==> config.mk <==
export PLATFORM = sky130hd
export DESIGN_NAME = ds2505_master
export DESIGN_NICKNAME = d
export VERILOG_FILES = /design/src/verilog/ow_pkg.sv /design/src/verilog/ow_byte_if.sv /design/src/verilog/ow_bit_engine.sv /design/src/verilog/ow_sequencer.sv /design/src/verilog/ow_mem_buffer.sv /design/src/verilog/ow_ctrl_regs.sv /design/src/verilog/ds2505_master.sv
export SDC_FILE = /design/constraint.sdc
export NUM_CORES = 2
export LEC_CHECK = 0
export BUFFER_PORTS_ARGS = -buffer_cell sky130_fd_sc_hd__buf_2
export CAP_MARGIN = 20
export CORE_ASPECT_RATIO = 0.7
export CORE_UTILIZATION = 63
export CTS_CLUSTER_DIAMETER = 150
export CTS_CLUSTER_SIZE = 28
export DETAILED_ROUTE_END_ITERATION = 6
export PLACE_DENSITY = 0.8
export SLEW_MARGIN = 20
export SYNTH_ARGS = -nofsm -noshare
export SYNTH_HDL_FRONTEND = slang
export SYNTH_SLANG_ARGS = --single-unit
export TNS_END_PERCENT = 50
==> constraint.sdc <==
create_clock -name clk -period 4.8 [get_ports clk]
set_input_delay 0.72 -clock clk [delete_from_list [all_inputs] [get_ports clk]]
set_output_delay 0.72 -clock clk [all_outputs]
set_load 0.005 [all_outputs]
==> src/verilog/ow_pkg.sv <==
// ow_pkg: shared types, encodings and 1-wire slot timings for the DS2505 master
`default_nettype none

package ow_pkg;

    ////////////////////////////////////////////////////////////
    // data types
    ////////////////////////////////////////////////////////////
    typedef logic [7:0]  byte_t;        // one byte on the 1-wire bus
    typedef logic [31:0] quad_t;        // register data, buffer word
    typedef logic [15:0] reg_addr_t;    // host register address
    typedef logic [10:0] mem_addr_t;    // DS2505 byte address (0-2047)
    typedef logic [1:0]  reset_code_t;  // result of the last 1-wire reset

    // bit engine operations
    typedef enum logic [1:0] {
        OP_RESET,
        OP_WRITE_BYTE,
        OP_READ_BYTE
    } ow_op_t;

    // sequencer states, shown in status bits 8:4
    typedef enum logic [4:0] {
        SEQ_IDLE,
        SEQ_RESET,
        SEQ_SEND_CMD,
        SEQ_READ_SLOT,
        SEQ_STORE
    } seq_state_t;

    // control codes in write data bits 1:0
    typedef enum logic [1:0] {
        CTRL_DISABLE,   // release the line
        CTRL_ENABLE,    // take the line
        CTRL_START,     // reset, command program, first buffer
        CTRL_CONT       // next buffer, no reset
    } ctrl_cmd_t;

    localparam reset_code_t RST_NONE        = 2'd0;  // not attempted
    localparam reset_code_t RST_OK          = 2'd1;
    localparam reset_code_t RST_NO_RISE     = 2'd2;  // pull-up missing?
    localparam reset_code_t RST_NO_PRESENCE = 2'd3;

    localparam reg_addr_t DS_STAT_ADDR = 16'h000B;   // control / status quadlet
    localparam byte_t CMD_SKIP_ROM = 8'hCC;
    localparam byte_t CMD_READ_MEM = 8'hF0;

    ////////////////////////////////////////////////////////////
    // slot timings, microseconds
    ////////////////////////////////////////////////////////////
    localparam int unsigned T_RST_LOW   = 480;
    localparam int unsigned T_RISE_MAX  = 5;
    localparam int unsigned T_ACK_WAIT  = 30;
    localparam int unsigned T_ACK_MAX   = 300;
    localparam int unsigned T_RST_REC   = 500;
    localparam int unsigned T_W0_LOW    = 80;
    localparam int unsigned T_W1_LOW    = 8;
    localparam int unsigned T_SLOT      = 90;
    localparam int unsigned T_RD_LOW    = 1;
    localparam int unsigned T_RD_SAMPLE = 15;
    localparam int unsigned T_RD_SLOT   = 121;

endpackage

`default_nettype wire

==> src/verilog/ow_byte_if.sv <==
// ow_byte_if: byte-level operation handshake between the sequencer and the bit engine
`default_nettype none

interface ow_byte_if;
    import ow_pkg::*;

    logic        start;      // one-cycle strobe, engine must be idle
    ow_op_t      op;         // sampled with start
    byte_t       wr_byte;    // sampled with start
    logic        done;       // one-cycle strobe at end of operation
    byte_t       rd_byte;    // valid from done to next start
    reset_code_t rst_code;   // valid from done to next start
    byte_t       rise_time;  // microseconds, 0xFF if not measured

    modport seq (
        output start, op, wr_byte,
        input  done, rd_byte, rst_code, rise_time
    );

    modport eng (
        input  start, op, wr_byte,
        output done, rd_byte, rst_code, rise_time
    );

endinterface

`default_nettype wire

==> src/verilog/ow_bit_engine.sv <==
// ow_bit_engine: times reset/presence, write and read slots on the 1-wire line
`default_nettype none

module ow_bit_engine #(
    parameter int clks_per_us = 49        // clocks per microsecond
) (
    input  wire  clk,
    input  wire  rst_n,
    input  wire  ds_data_in,              // line level
    output logic ds_data_out,             // 0 with ds_dir=1 pulls the line low
    output logic ds_dir,                  // 1 = master drives
    ow_byte_if.eng bus
);
    import ow_pkg::*;

    localparam int PRE_W = $clog2(clks_per_us + 1);
    localparam int US_W  = $clog2(T_RST_REC + 1);   // longest interval counted

    typedef enum logic [2:0] {
        ST_IDLE,
        ST_RST_LOW,
        ST_RST_RISE,
        ST_ACK_WAIT,
        ST_ACK_CHECK,
        ST_RST_REC,
        ST_WRITE,
        ST_READ
    } eng_state_t;

    eng_state_t       state;
    logic [PRE_W-1:0] pre;         // microsecond prescaler
    logic [US_W-1:0]  us_cnt;      // microseconds into current interval
    logic [2:0]       bit_cnt;     // slot index, LSB first
    byte_t            shift;       // write byte, shifted right per slot
    logic             us_tick;
    logic             drive_low;

    assign us_tick = (pre == PRE_W'(clks_per_us - 1));

    // true on the last clock of microsecond t of the interval
    function automatic logic us_at(input int unsigned t);
        return us_tick && (us_cnt == US_W'(t - 1));
    endfunction

    // line request, registered into ds_dir / ds_data_out
    always_comb begin
        case (state)
            ST_RST_LOW: drive_low = 1'b1;
            ST_WRITE:   drive_low = us_cnt < US_W'(shift[0] ? T_W1_LOW : T_W0_LOW);
            ST_READ:    drive_low = us_cnt < US_W'(T_RD_LOW);
            default:    drive_low = 1'b0;
        endcase
    end

    always_ff @(posedge clk) begin
        if (!rst_n) begin
            state         <= ST_IDLE;
            pre           <= '0;
            us_cnt        <= '0;
            bit_cnt       <= '0;
            ds_dir        <= 1'b0;          // released to pull-up
            ds_data_out   <= 1'b1;
            bus.done      <= 1'b0;
            bus.rst_code  <= RST_NONE;
            bus.rise_time <= 8'hFF;
        end else begin
            bus.done    <= 1'b0;
            ds_dir      <= drive_low;
            ds_data_out <= !drive_low;
            if (state != ST_IDLE) begin
                pre <= us_tick ? '0 : pre + 1'b1;
                if (us_tick)
                    us_cnt <= us_cnt + 1'b1;
            end
            case (state)
                ST_IDLE: begin
                    if (bus.start) begin
                        pre     <= PRE_W'(1);   // start cycle is the first clock
                        us_cnt  <= '0;
                        bit_cnt <= '0;
                        shift   <= bus.wr_byte;
                        case (bus.op)
                            OP_RESET: begin
                                state         <= ST_RST_LOW;
                                bus.rst_code  <= RST_NONE;
                                bus.rise_time <= 8'hFF;
                            end
                            OP_WRITE_BYTE: state <= ST_WRITE;
                            default:       state <= ST_READ;
                        endcase
                    end
                end
                ST_RST_LOW: begin
                    if (us_at(T_RST_LOW)) begin
                        state  <= ST_RST_RISE;          // release, watch the rise
                        us_cnt <= '0;
                    end
                end
                ST_RST_RISE: begin
                    if (ds_data_in) begin
                        bus.rise_time <= byte_t'(us_cnt);
                        state         <= ST_ACK_WAIT;
                        us_cnt        <= '0;
                    end else if (us_at(T_RISE_MAX)) begin
                        bus.rst_code <= RST_NO_RISE;
                        bus.done     <= 1'b1;
                        state        <= ST_IDLE;
                    end
                end
                ST_ACK_WAIT: begin
                    if (us_at(T_ACK_WAIT)) begin     // slave waits 15-60 us first
                        state  <= ST_ACK_CHECK;
                        us_cnt <= '0;
                    end
                end
                ST_ACK_CHECK: begin
                    if (!ds_data_in) begin
                        bus.rst_code <= RST_OK;         // presence pulse seen
                        state        <= ST_RST_REC;
                        us_cnt       <= '0;
                    end else if (us_at(T_ACK_MAX)) begin
                        bus.rst_code <= RST_NO_PRESENCE;
                        bus.done     <= 1'b1;
                        state        <= ST_IDLE;
                    end
                end
                ST_RST_REC: begin
                    if (us_at(T_RST_REC)) begin
                        bus.done <= 1'b1;
                        state    <= ST_IDLE;
                    end
                end
                default: begin                          // ST_WRITE, ST_READ
                    if (state == ST_READ && us_at(T_RD_SAMPLE))
                        bus.rd_byte[bit_cnt] <= ds_data_in;
                    if (us_at(state == ST_READ ? T_RD_SLOT : T_SLOT)) begin
                        us_cnt  <= '0;
                        bit_cnt <= bit_cnt + 1'b1;
                        shift   <= shift >> 1;
                        if (bit_cnt == 3'd7) begin      // eighth slot over
                            bus.done <= 1'b1;
                            state    <= ST_IDLE;
                        end
                    end
                end
            endcase
        end
    end

endmodule

`default_nettype wire

==> src/verilog/ow_sequencer.sv <==
// ow_sequencer: steps through 1-wire reset, memory read command program and read slots
`default_nettype none

module ow_sequencer #(
    parameter int mem_quadlets = 64       // buffer depth
) (
    input  wire                 clk,
    input  wire                 rst_n,
    input  wire                 cmd_start,   // reset + command + first buffer
    input  wire                 cmd_cont,    // next buffer only
    input  ow_pkg::mem_addr_t   start_addr,
    output logic                busy,
    output ow_pkg::seq_state_t  seq_state,
    output logic                byte_valid,  // strobe to the buffer
    output ow_pkg::byte_t       byte_data,
    output logic [$clog2(4*mem_quadlets)-1:0] byte_index,
    ow_byte_if.seq              bus
);
    import ow_pkg::*;

    localparam int IDX_W = $clog2(4 * mem_quadlets);

    seq_state_t       state;
    logic             pending;     // operation issued, waiting for done
    logic [1:0]       pc;          // command program counter
    logic [IDX_W-1:0] byte_cnt;
    mem_addr_t        addr_q;
    byte_t            prog_byte;
    ow_op_t           next_op;

    assign busy      = (state != SEQ_IDLE);
    assign seq_state = state;

    // command program: skip rom, read memory, address lo/hi
    always_comb begin
        case (pc)
            2'd0:    prog_byte = CMD_SKIP_ROM;
            2'd1:    prog_byte = CMD_READ_MEM;
            2'd2:    prog_byte = addr_q[7:0];
            default: prog_byte = {5'd0, addr_q[10:8]};
        endcase
    end

    always_comb begin
        case (state)
            SEQ_RESET:    next_op = OP_RESET;
            SEQ_SEND_CMD: next_op = OP_WRITE_BYTE;
            default:      next_op = OP_READ_BYTE;
        endcase
    end

    always_ff @(posedge clk) begin
        if (!rst_n) begin
            state      <= SEQ_IDLE;
            pending    <= 1'b0;
            pc         <= '0;
            byte_cnt   <= '0;
            bus.start  <= 1'b0;
            byte_valid <= 1'b0;
        end else begin
            bus.start  <= 1'b0;
            byte_valid <= 1'b0;
            // issue the operation of the current state once
            if (!pending && state inside {SEQ_RESET, SEQ_SEND_CMD, SEQ_READ_SLOT}) begin
                bus.start   <= 1'b1;
                bus.op      <= next_op;
                bus.wr_byte <= prog_byte;
                pending     <= 1'b1;
            end
            case (state)
                SEQ_IDLE: begin
                    pending <= 1'b0;
                    if (cmd_start) begin
                        addr_q <= start_addr;
                        pc     <= '0;
                        state  <= SEQ_RESET;
                    end else if (cmd_cont) begin
                        byte_cnt <= '0;             // device keeps its address
                        state    <= SEQ_READ_SLOT;
                    end
                end
                SEQ_RESET: begin
                    if (pending && bus.done) begin
                        pending <= 1'b0;
                        state   <= (bus.rst_code == RST_OK) ? SEQ_SEND_CMD : SEQ_IDLE;
                    end
                end
                SEQ_SEND_CMD: begin
                    if (pending && bus.done) begin
                        pending <= 1'b0;
                        pc      <= pc + 1'b1;
                        if (pc == 2'd3) begin       // address high byte sent
                            byte_cnt <= '0;
                            state    <= SEQ_READ_SLOT;
                        end
                    end
                end
                SEQ_READ_SLOT: begin
                    if (pending && bus.done) begin
                        pending <= 1'b0;
                        state   <= SEQ_STORE;
                    end
                end
                default: begin                      // SEQ_STORE
                    byte_valid <= 1'b1;
                    byte_data  <= bus.rd_byte;
                    byte_index <= byte_cnt;
                    byte_cnt   <= byte_cnt + 1'b1;
                    state      <= (byte_cnt == IDX_W'(4 * mem_quadlets - 1)) ?
                                  SEQ_IDLE : SEQ_READ_SLOT;
                end
            endcase
        end
    end

endmodule

`default_nettype wire

==> src/verilog/ow_mem_buffer.sv <==
// ow_mem_buffer: packs read bytes into quadlets and serves block reads
`default_nettype none

module ow_mem_buffer #(
    parameter int mem_quadlets = 64
) (
    input  wire                clk,
    input  wire                byte_valid,
    input  ow_pkg::byte_t      byte_data,
    input  wire [$clog2(4*mem_quadlets)-1:0] byte_index,
    input  ow_pkg::reg_addr_t  reg_raddr,
    output ow_pkg::quad_t      reg_rdata
);
    import ow_pkg::*;

    localparam int AW = $clog2(mem_quadlets);

    quad_t mem [mem_quadlets];

    logic [AW-1:0] wr_word;
    logic          first_byte;    // byte 0 of a quadlet starts a fresh word

    assign wr_word    = byte_index[AW+1:2];
    assign first_byte = (byte_index[1:0] == 2'd0);

    // bytes enter at the low end, so byte 0 ends up in 31:24
    always_ff @(posedge clk) begin
        if (byte_valid)
            mem[wr_word] <= {(first_byte ? 24'd0 : mem[wr_word][23:0]), byte_data};
    end

    always_ff @(posedge clk) begin
        reg_rdata <= mem[reg_raddr[AW-1:0]];     // block read port
    end

endmodule

`default_nettype wire

==> src/verilog/ow_ctrl_regs.sv <==
// ow_ctrl_regs: control write decode and status word for the 1-wire master
`default_nettype none

module ow_ctrl_regs (
    input  wire                  clk,
    input  wire                  rst_n,
    input  ow_pkg::reg_addr_t    reg_waddr,
    input  wire                  reg_wen,
    input  ow_pkg::quad_t        reg_wdata,
    input  wire                  dout_cfg_bidir,   // bidirectional transceiver fitted
    input  wire                  busy,
    input  ow_pkg::reset_code_t  rst_code,
    input  ow_pkg::byte_t        rise_time,
    input  ow_pkg::seq_state_t   seq_state,
    output logic                 ds_enable,        // master owns the line
    output logic                 cmd_start,
    output logic                 cmd_cont,
    output ow_pkg::mem_addr_t    start_addr,
    output ow_pkg::quad_t        ds_status
);
    import ow_pkg::*;

    logic wr_ok;

    // writes only when idle and the transceiver is bidirectional
    assign wr_ok = reg_wen && (reg_waddr == DS_STAT_ADDR) && dout_cfg_bidir && !busy;

    always_ff @(posedge clk) begin
        if (!rst_n) begin
            ds_enable <= 1'b0;
            cmd_start <= 1'b0;
            cmd_cont  <= 1'b0;
        end else begin
            cmd_start <= 1'b0;
            cmd_cont  <= 1'b0;
            if (wr_ok) begin
                case (ctrl_cmd_t'(reg_wdata[1:0]))
                    CTRL_DISABLE: ds_enable <= 1'b0;
                    CTRL_ENABLE:  ds_enable <= 1'b1;
                    CTRL_START: begin
                        ds_enable  <= 1'b1;
                        cmd_start  <= 1'b1;
                        start_addr <= reg_wdata[26:16];   // byte address 0-2047
                    end
                    default: cmd_cont <= ds_enable;       // only if line already ours
                endcase
            end
        end
    end

    // status: rise time, busy, state, bidir, reset code, enable
    assign ds_status = {8'd0, rise_time, 2'd0, busy, 4'd0, seq_state,
                        dout_cfg_bidir, rst_code, ds_enable};

endmodule

`default_nettype wire

==> src/verilog/ds2505_master.sv <==
// ds2505_master: direct 1-wire master reading a DS2505 EPROM through the host register bus
`default_nettype none

module ds2505_master #(
    parameter int clks_per_us  = 49,      // 49.152 MHz clock
    parameter int mem_quadlets = 64       // 256 bytes per buffer
) (
    input  wire                clk,
    input  wire                rst_n,
    input  ow_pkg::reg_addr_t  reg_raddr,
    input  ow_pkg::reg_addr_t  reg_waddr,
    input  ow_pkg::quad_t      reg_wdata,
    input  wire                reg_wen,
    output ow_pkg::quad_t      reg_rdata,       // block read data
    output ow_pkg::quad_t      ds_status,
    input  wire                dout_cfg_bidir,
    input  wire                ds_data_in,
    output logic               ds_data_out,
    output logic               ds_dir,          // 1 = drive, 0 = input
    output logic               ds_enable
);
    import ow_pkg::*;

    ////////////////////////////////////////////////////////////
    // internal wiring
    ////////////////////////////////////////////////////////////
    logic       busy;
    logic       cmd_start;
    logic       cmd_cont;
    mem_addr_t  start_addr;
    seq_state_t seq_state;
    logic       byte_valid;
    byte_t      byte_data;
    logic [$clog2(4*mem_quadlets)-1:0] byte_index;

    ow_byte_if ow_bus ();

    ow_ctrl_regs u_ctrl_regs (
        .clk(clk), .rst_n(rst_n),
        .reg_waddr(reg_waddr), .reg_wen(reg_wen), .reg_wdata(reg_wdata),
        .dout_cfg_bidir(dout_cfg_bidir), .busy(busy),
        .rst_code(ow_bus.rst_code), .rise_time(ow_bus.rise_time),
        .seq_state(seq_state), .ds_enable(ds_enable),
        .cmd_start(cmd_start), .cmd_cont(cmd_cont),
        .start_addr(start_addr), .ds_status(ds_status)
    );

    ow_sequencer #(.mem_quadlets(mem_quadlets)) u_sequencer (
        .clk(clk), .rst_n(rst_n),
        .cmd_start(cmd_start), .cmd_cont(cmd_cont), .start_addr(start_addr),
        .busy(busy), .seq_state(seq_state),
        .byte_valid(byte_valid), .byte_data(byte_data), .byte_index(byte_index),
        .bus(ow_bus.seq)
    );

    ow_bit_engine #(.clks_per_us(clks_per_us)) u_bit_engine (
        .clk(clk), .rst_n(rst_n),
        .ds_data_in(ds_data_in), .ds_data_out(ds_data_out), .ds_dir(ds_dir),
        .bus(ow_bus.eng)
    );

    ow_mem_buffer #(.mem_quadlets(mem_quadlets)) u_mem_buffer (
        .clk(clk),
        .byte_valid(byte_valid), .byte_data(byte_data), .byte_index(byte_index),
        .reg_raddr(reg_raddr), .reg_rdata(reg_rdata)
    );

endmodule

`default_nettype wire

==> summary.txt <==
Clock tree
  • Clk buf depth: 3
  • Sink Count: around 2200
  • CTS tree: done
  • Clock Root Buffer: clkbuf_16
  • Clk_lat worst skew: 790 ps
  • Post-cts resize count: 0
  • Cts hold-fix bufs: 0
  • H-tree Lvls: 3
  • Clock transition at path regs: around 100 ps
  • TritonCTS buffer count: 88
  • Setup bufs post-CTS: 0

Yosys
  • Register area share after synthesis: 67.7%
  • Synth Area in XOR/XNOR: less than 1%
  • Post-synth top flop: edfxtp_1
  • Distinct cells, synth: a little over 70
  • Post-synthesis average cell area: between 20 and 25 µm²
  • Post-Syn Area: 96300 µm²
  • Share of the synthesized area in the top cell type: 65.9%
  • Syn. warnings: 0
  • EDFF count, synth: 2112
  • Mux contribution to synthesized area: roughly a quarter
  • Leading area contributor after synthesis: edfxtp_1
  • Mapped Cells: between 4000 and 5000
  • Fraction of the mapped netlist area in adder cells: less than 1%
  • Post-synth ARST share: 0%
  • Seq cells post-synth: between 2000 and 2500
  • Ranking of synthesized cells by area: edfxtp_1 66%, mux4_2 24%, dfxtp_1 1.9%
  • Synth Area in Compound Gates: between 2 and 2.5%
  • Simple-Gate Fraction of Synth Area: approximately 2.3%
  • Main combinational cell family by area after synthesis: multiplexers

Detailed routing
  • DR iter-0 viols: 8790
  • DR pass1 iterations: 5
  • Vias per inst: just under 8
  • Routed Antenna Nets: 0
  • Final wirelength: 266 mm
  • DRC: 0
  • Vias post-DR: roughly 52000
  • Wire length per cell: 39.7 µm

Power
  • Leak: around 32 nW
  • Worst VDD drop: 0.434 mV
  • Cell Pwr Density: 307 nW/µm²

Final layout
  • Nets: approximately 4700
  • Most common cell after layout, fill and taps aside: edfxtp_1
  • Multi-input gate area: roughly 30000 µm²
  • Layout cells sized above 1: 33.4%
  • Fin area: a little over 100000 µm²
  • Area grow syn2layout: 7.47%
  • Commonest cells after routing, fill and taps aside: 2112 x edfxtp_1, 1023 x mux4_2, 174 x mux2i_1, 172 x buf_4, 112 x a22oi_1
  • Cell Count, Final, Fillers Out: ~6700
  • Sequential standard cell area: between 60000 and 70000 µm²
  • Layout fillers: between 9000 and 10000

Run status
  • Status: finished clean

Worst setup path
  • Worst path max stage delay: just over 800 ps
  • CP endpoint kind: register
  • Kind of critical path: register to register
  • Worst EP required: 5230 ps
  • CP Max Fanout: 64
  • Slowest CP cell: dfxtp_4
  • Critical path's top delay family: multiplexers
  • Worst setup SP type: register
  • Worst-path cell chain: buf_12 -> buf_12 -> mux4_2 -> mux4_2 -> o211ai_1 -> nand2_2 -> buf_4
  • Buf+Inv Stages, Crit Path: 3
  • Critical Path AT: around 4400 ps

Die
  • Core Area: 151000 µm²
  • Die Height: about 330 µm
  • Starting Density: a little under two thirds
  • Die ar.: approximately 150000 µm²
  • Die W: 469 µm
  • IO Count: 136
  • Cell Rows: about 120

Place
  • PortBufs: 90
  • Placed Cells: around 6500
  • Post-placement setup slack: about 900 ps
  • DP Area: 101000 µm²
  • Final GP Congestion: between 0.8 and 0.9
  • Post-DP HPWL: roughly 160 mm

Global routing
  • Vias in the first global route: about 50000
  • Global Route Usage Sum: a little over a third
  • Global route overflow: 0
  • Global-route wire length before repair: 376 mm
  • Pin count of the biggest net entering global routing: around 100
  • Initial antenna violation count: 8

Run
  • Max-Cap Viols: 0

Timing
  • Slew headroom: 23.9%
  • Final Critical Period: between 3000 and 4000 ps
  • Worst Max-Slew Pin Slew: between 1000 and 1500 ps
  • Setup TNS: 0 ps
  • Worst-case clock skew: just over 40 ps
  • Final Hold Vio Count: 0
  • Final Setup Violations: 0
  • RSZ-0062 raised after global routing: no
  • Setup ws final: ~840 ps
  • Fmax achieved: roughly 250 MHz
  • Tcrit/Tclk final: between 80% and 90%
  • Final slew viol count: 0
  • Minimum hold slack: 116 ps

Worst hold path
  • Worst hold path type: input port to register
## metrics by stage
stage / util [%] / power [mW]
CTS: 68.5 / 31.8
global route: 68.5 / 32.5
floorplan: - / 22.4
detailed placement: 66.8 / 22.9
finish: 68.5 / 31.8
global placement: 66.8 / 22.9
## cell usage after synthesis, drive strengths merged (7+ instances only)
cell       n
nor2b     13
o21ai     24
o211ai    34
nand4     17
xor2      13
nand2     94
dfxtp     91
a31oi      9
clkbuf   160
nor2     142
nand2b    27
and3       9
a21oi     27
o22ai     50
nand3     64
a22oi    112
nor3      27
edfxtp  2112
inv       17
nor3b      7
or3        7
ha        19
nor4       9
mux4    1023
buf      188
mux2i    174
## registers in the layout, summed over array words and instances, names as in the netlist, 9 cells and up, named ones only
register and cells:
u_mem_buffer.mem 2048, u_mem_buffer.reg_rdata 32, u_ctrl_regs.start_addr 11, u_sequencer.addr_q 11, u_bit_engine.us_cnt 9
## path summary, 6_finish.rpt
check	start	endpoint	slack, ps	cells after the start
worst max-delay path	register	u_mem_buffer.mem[27][30]	840	7
worst min register to register	u_ctrl_regs.start_addr[6]	u_sequencer.addr_q[6]	420	0
worst max register to register	register	u_mem_buffer.mem[27][30]	840	7
worst min-delay path	reg_wdata[24]	u_ctrl_regs.start_addr[8]	120	1
## report_power, final
part | switching [mW] | total (mW) | internal (mW)
logic | 0.884 | 1.65 | 0.765
registers | 0.0681 | 20.8 | 20.8
clock network | 5.74 | 9.30 | 3.56
total | 6.69 | 31.8 | 25.1
## per-layer routing
layer  vias up  share of wire (%)  GRT usage (%)
met3       637                 15           11.0
met2      4487                 45           51.7
met1     27400                 35           49.3
met5         -              0.013              0
li1      19700                  -              -
met4         6                4.4           13.6
## cell families after synthesis
family | Yosys count
muxes | 1203
xor gates and xnor gates | 14
DFF | 2203
AOI/OAI and AO/OA | 278
buffers and inverters | 365
adders and majority gates | 19
and+or+nand+nor | 453
other | 1
## area by class of cell
cell class	instances	share of cell area, %
repair buffers	327	2.98
clock inverters	7	0.0943
flip-flops and latches	2203	63.0
clock buffers	154	2.37
inverters	17	0.0617
diodes	5	0.0121
multi-input cells	1983	29.0
well taps	1996	2.41
(Power assumes the default switching activity.)
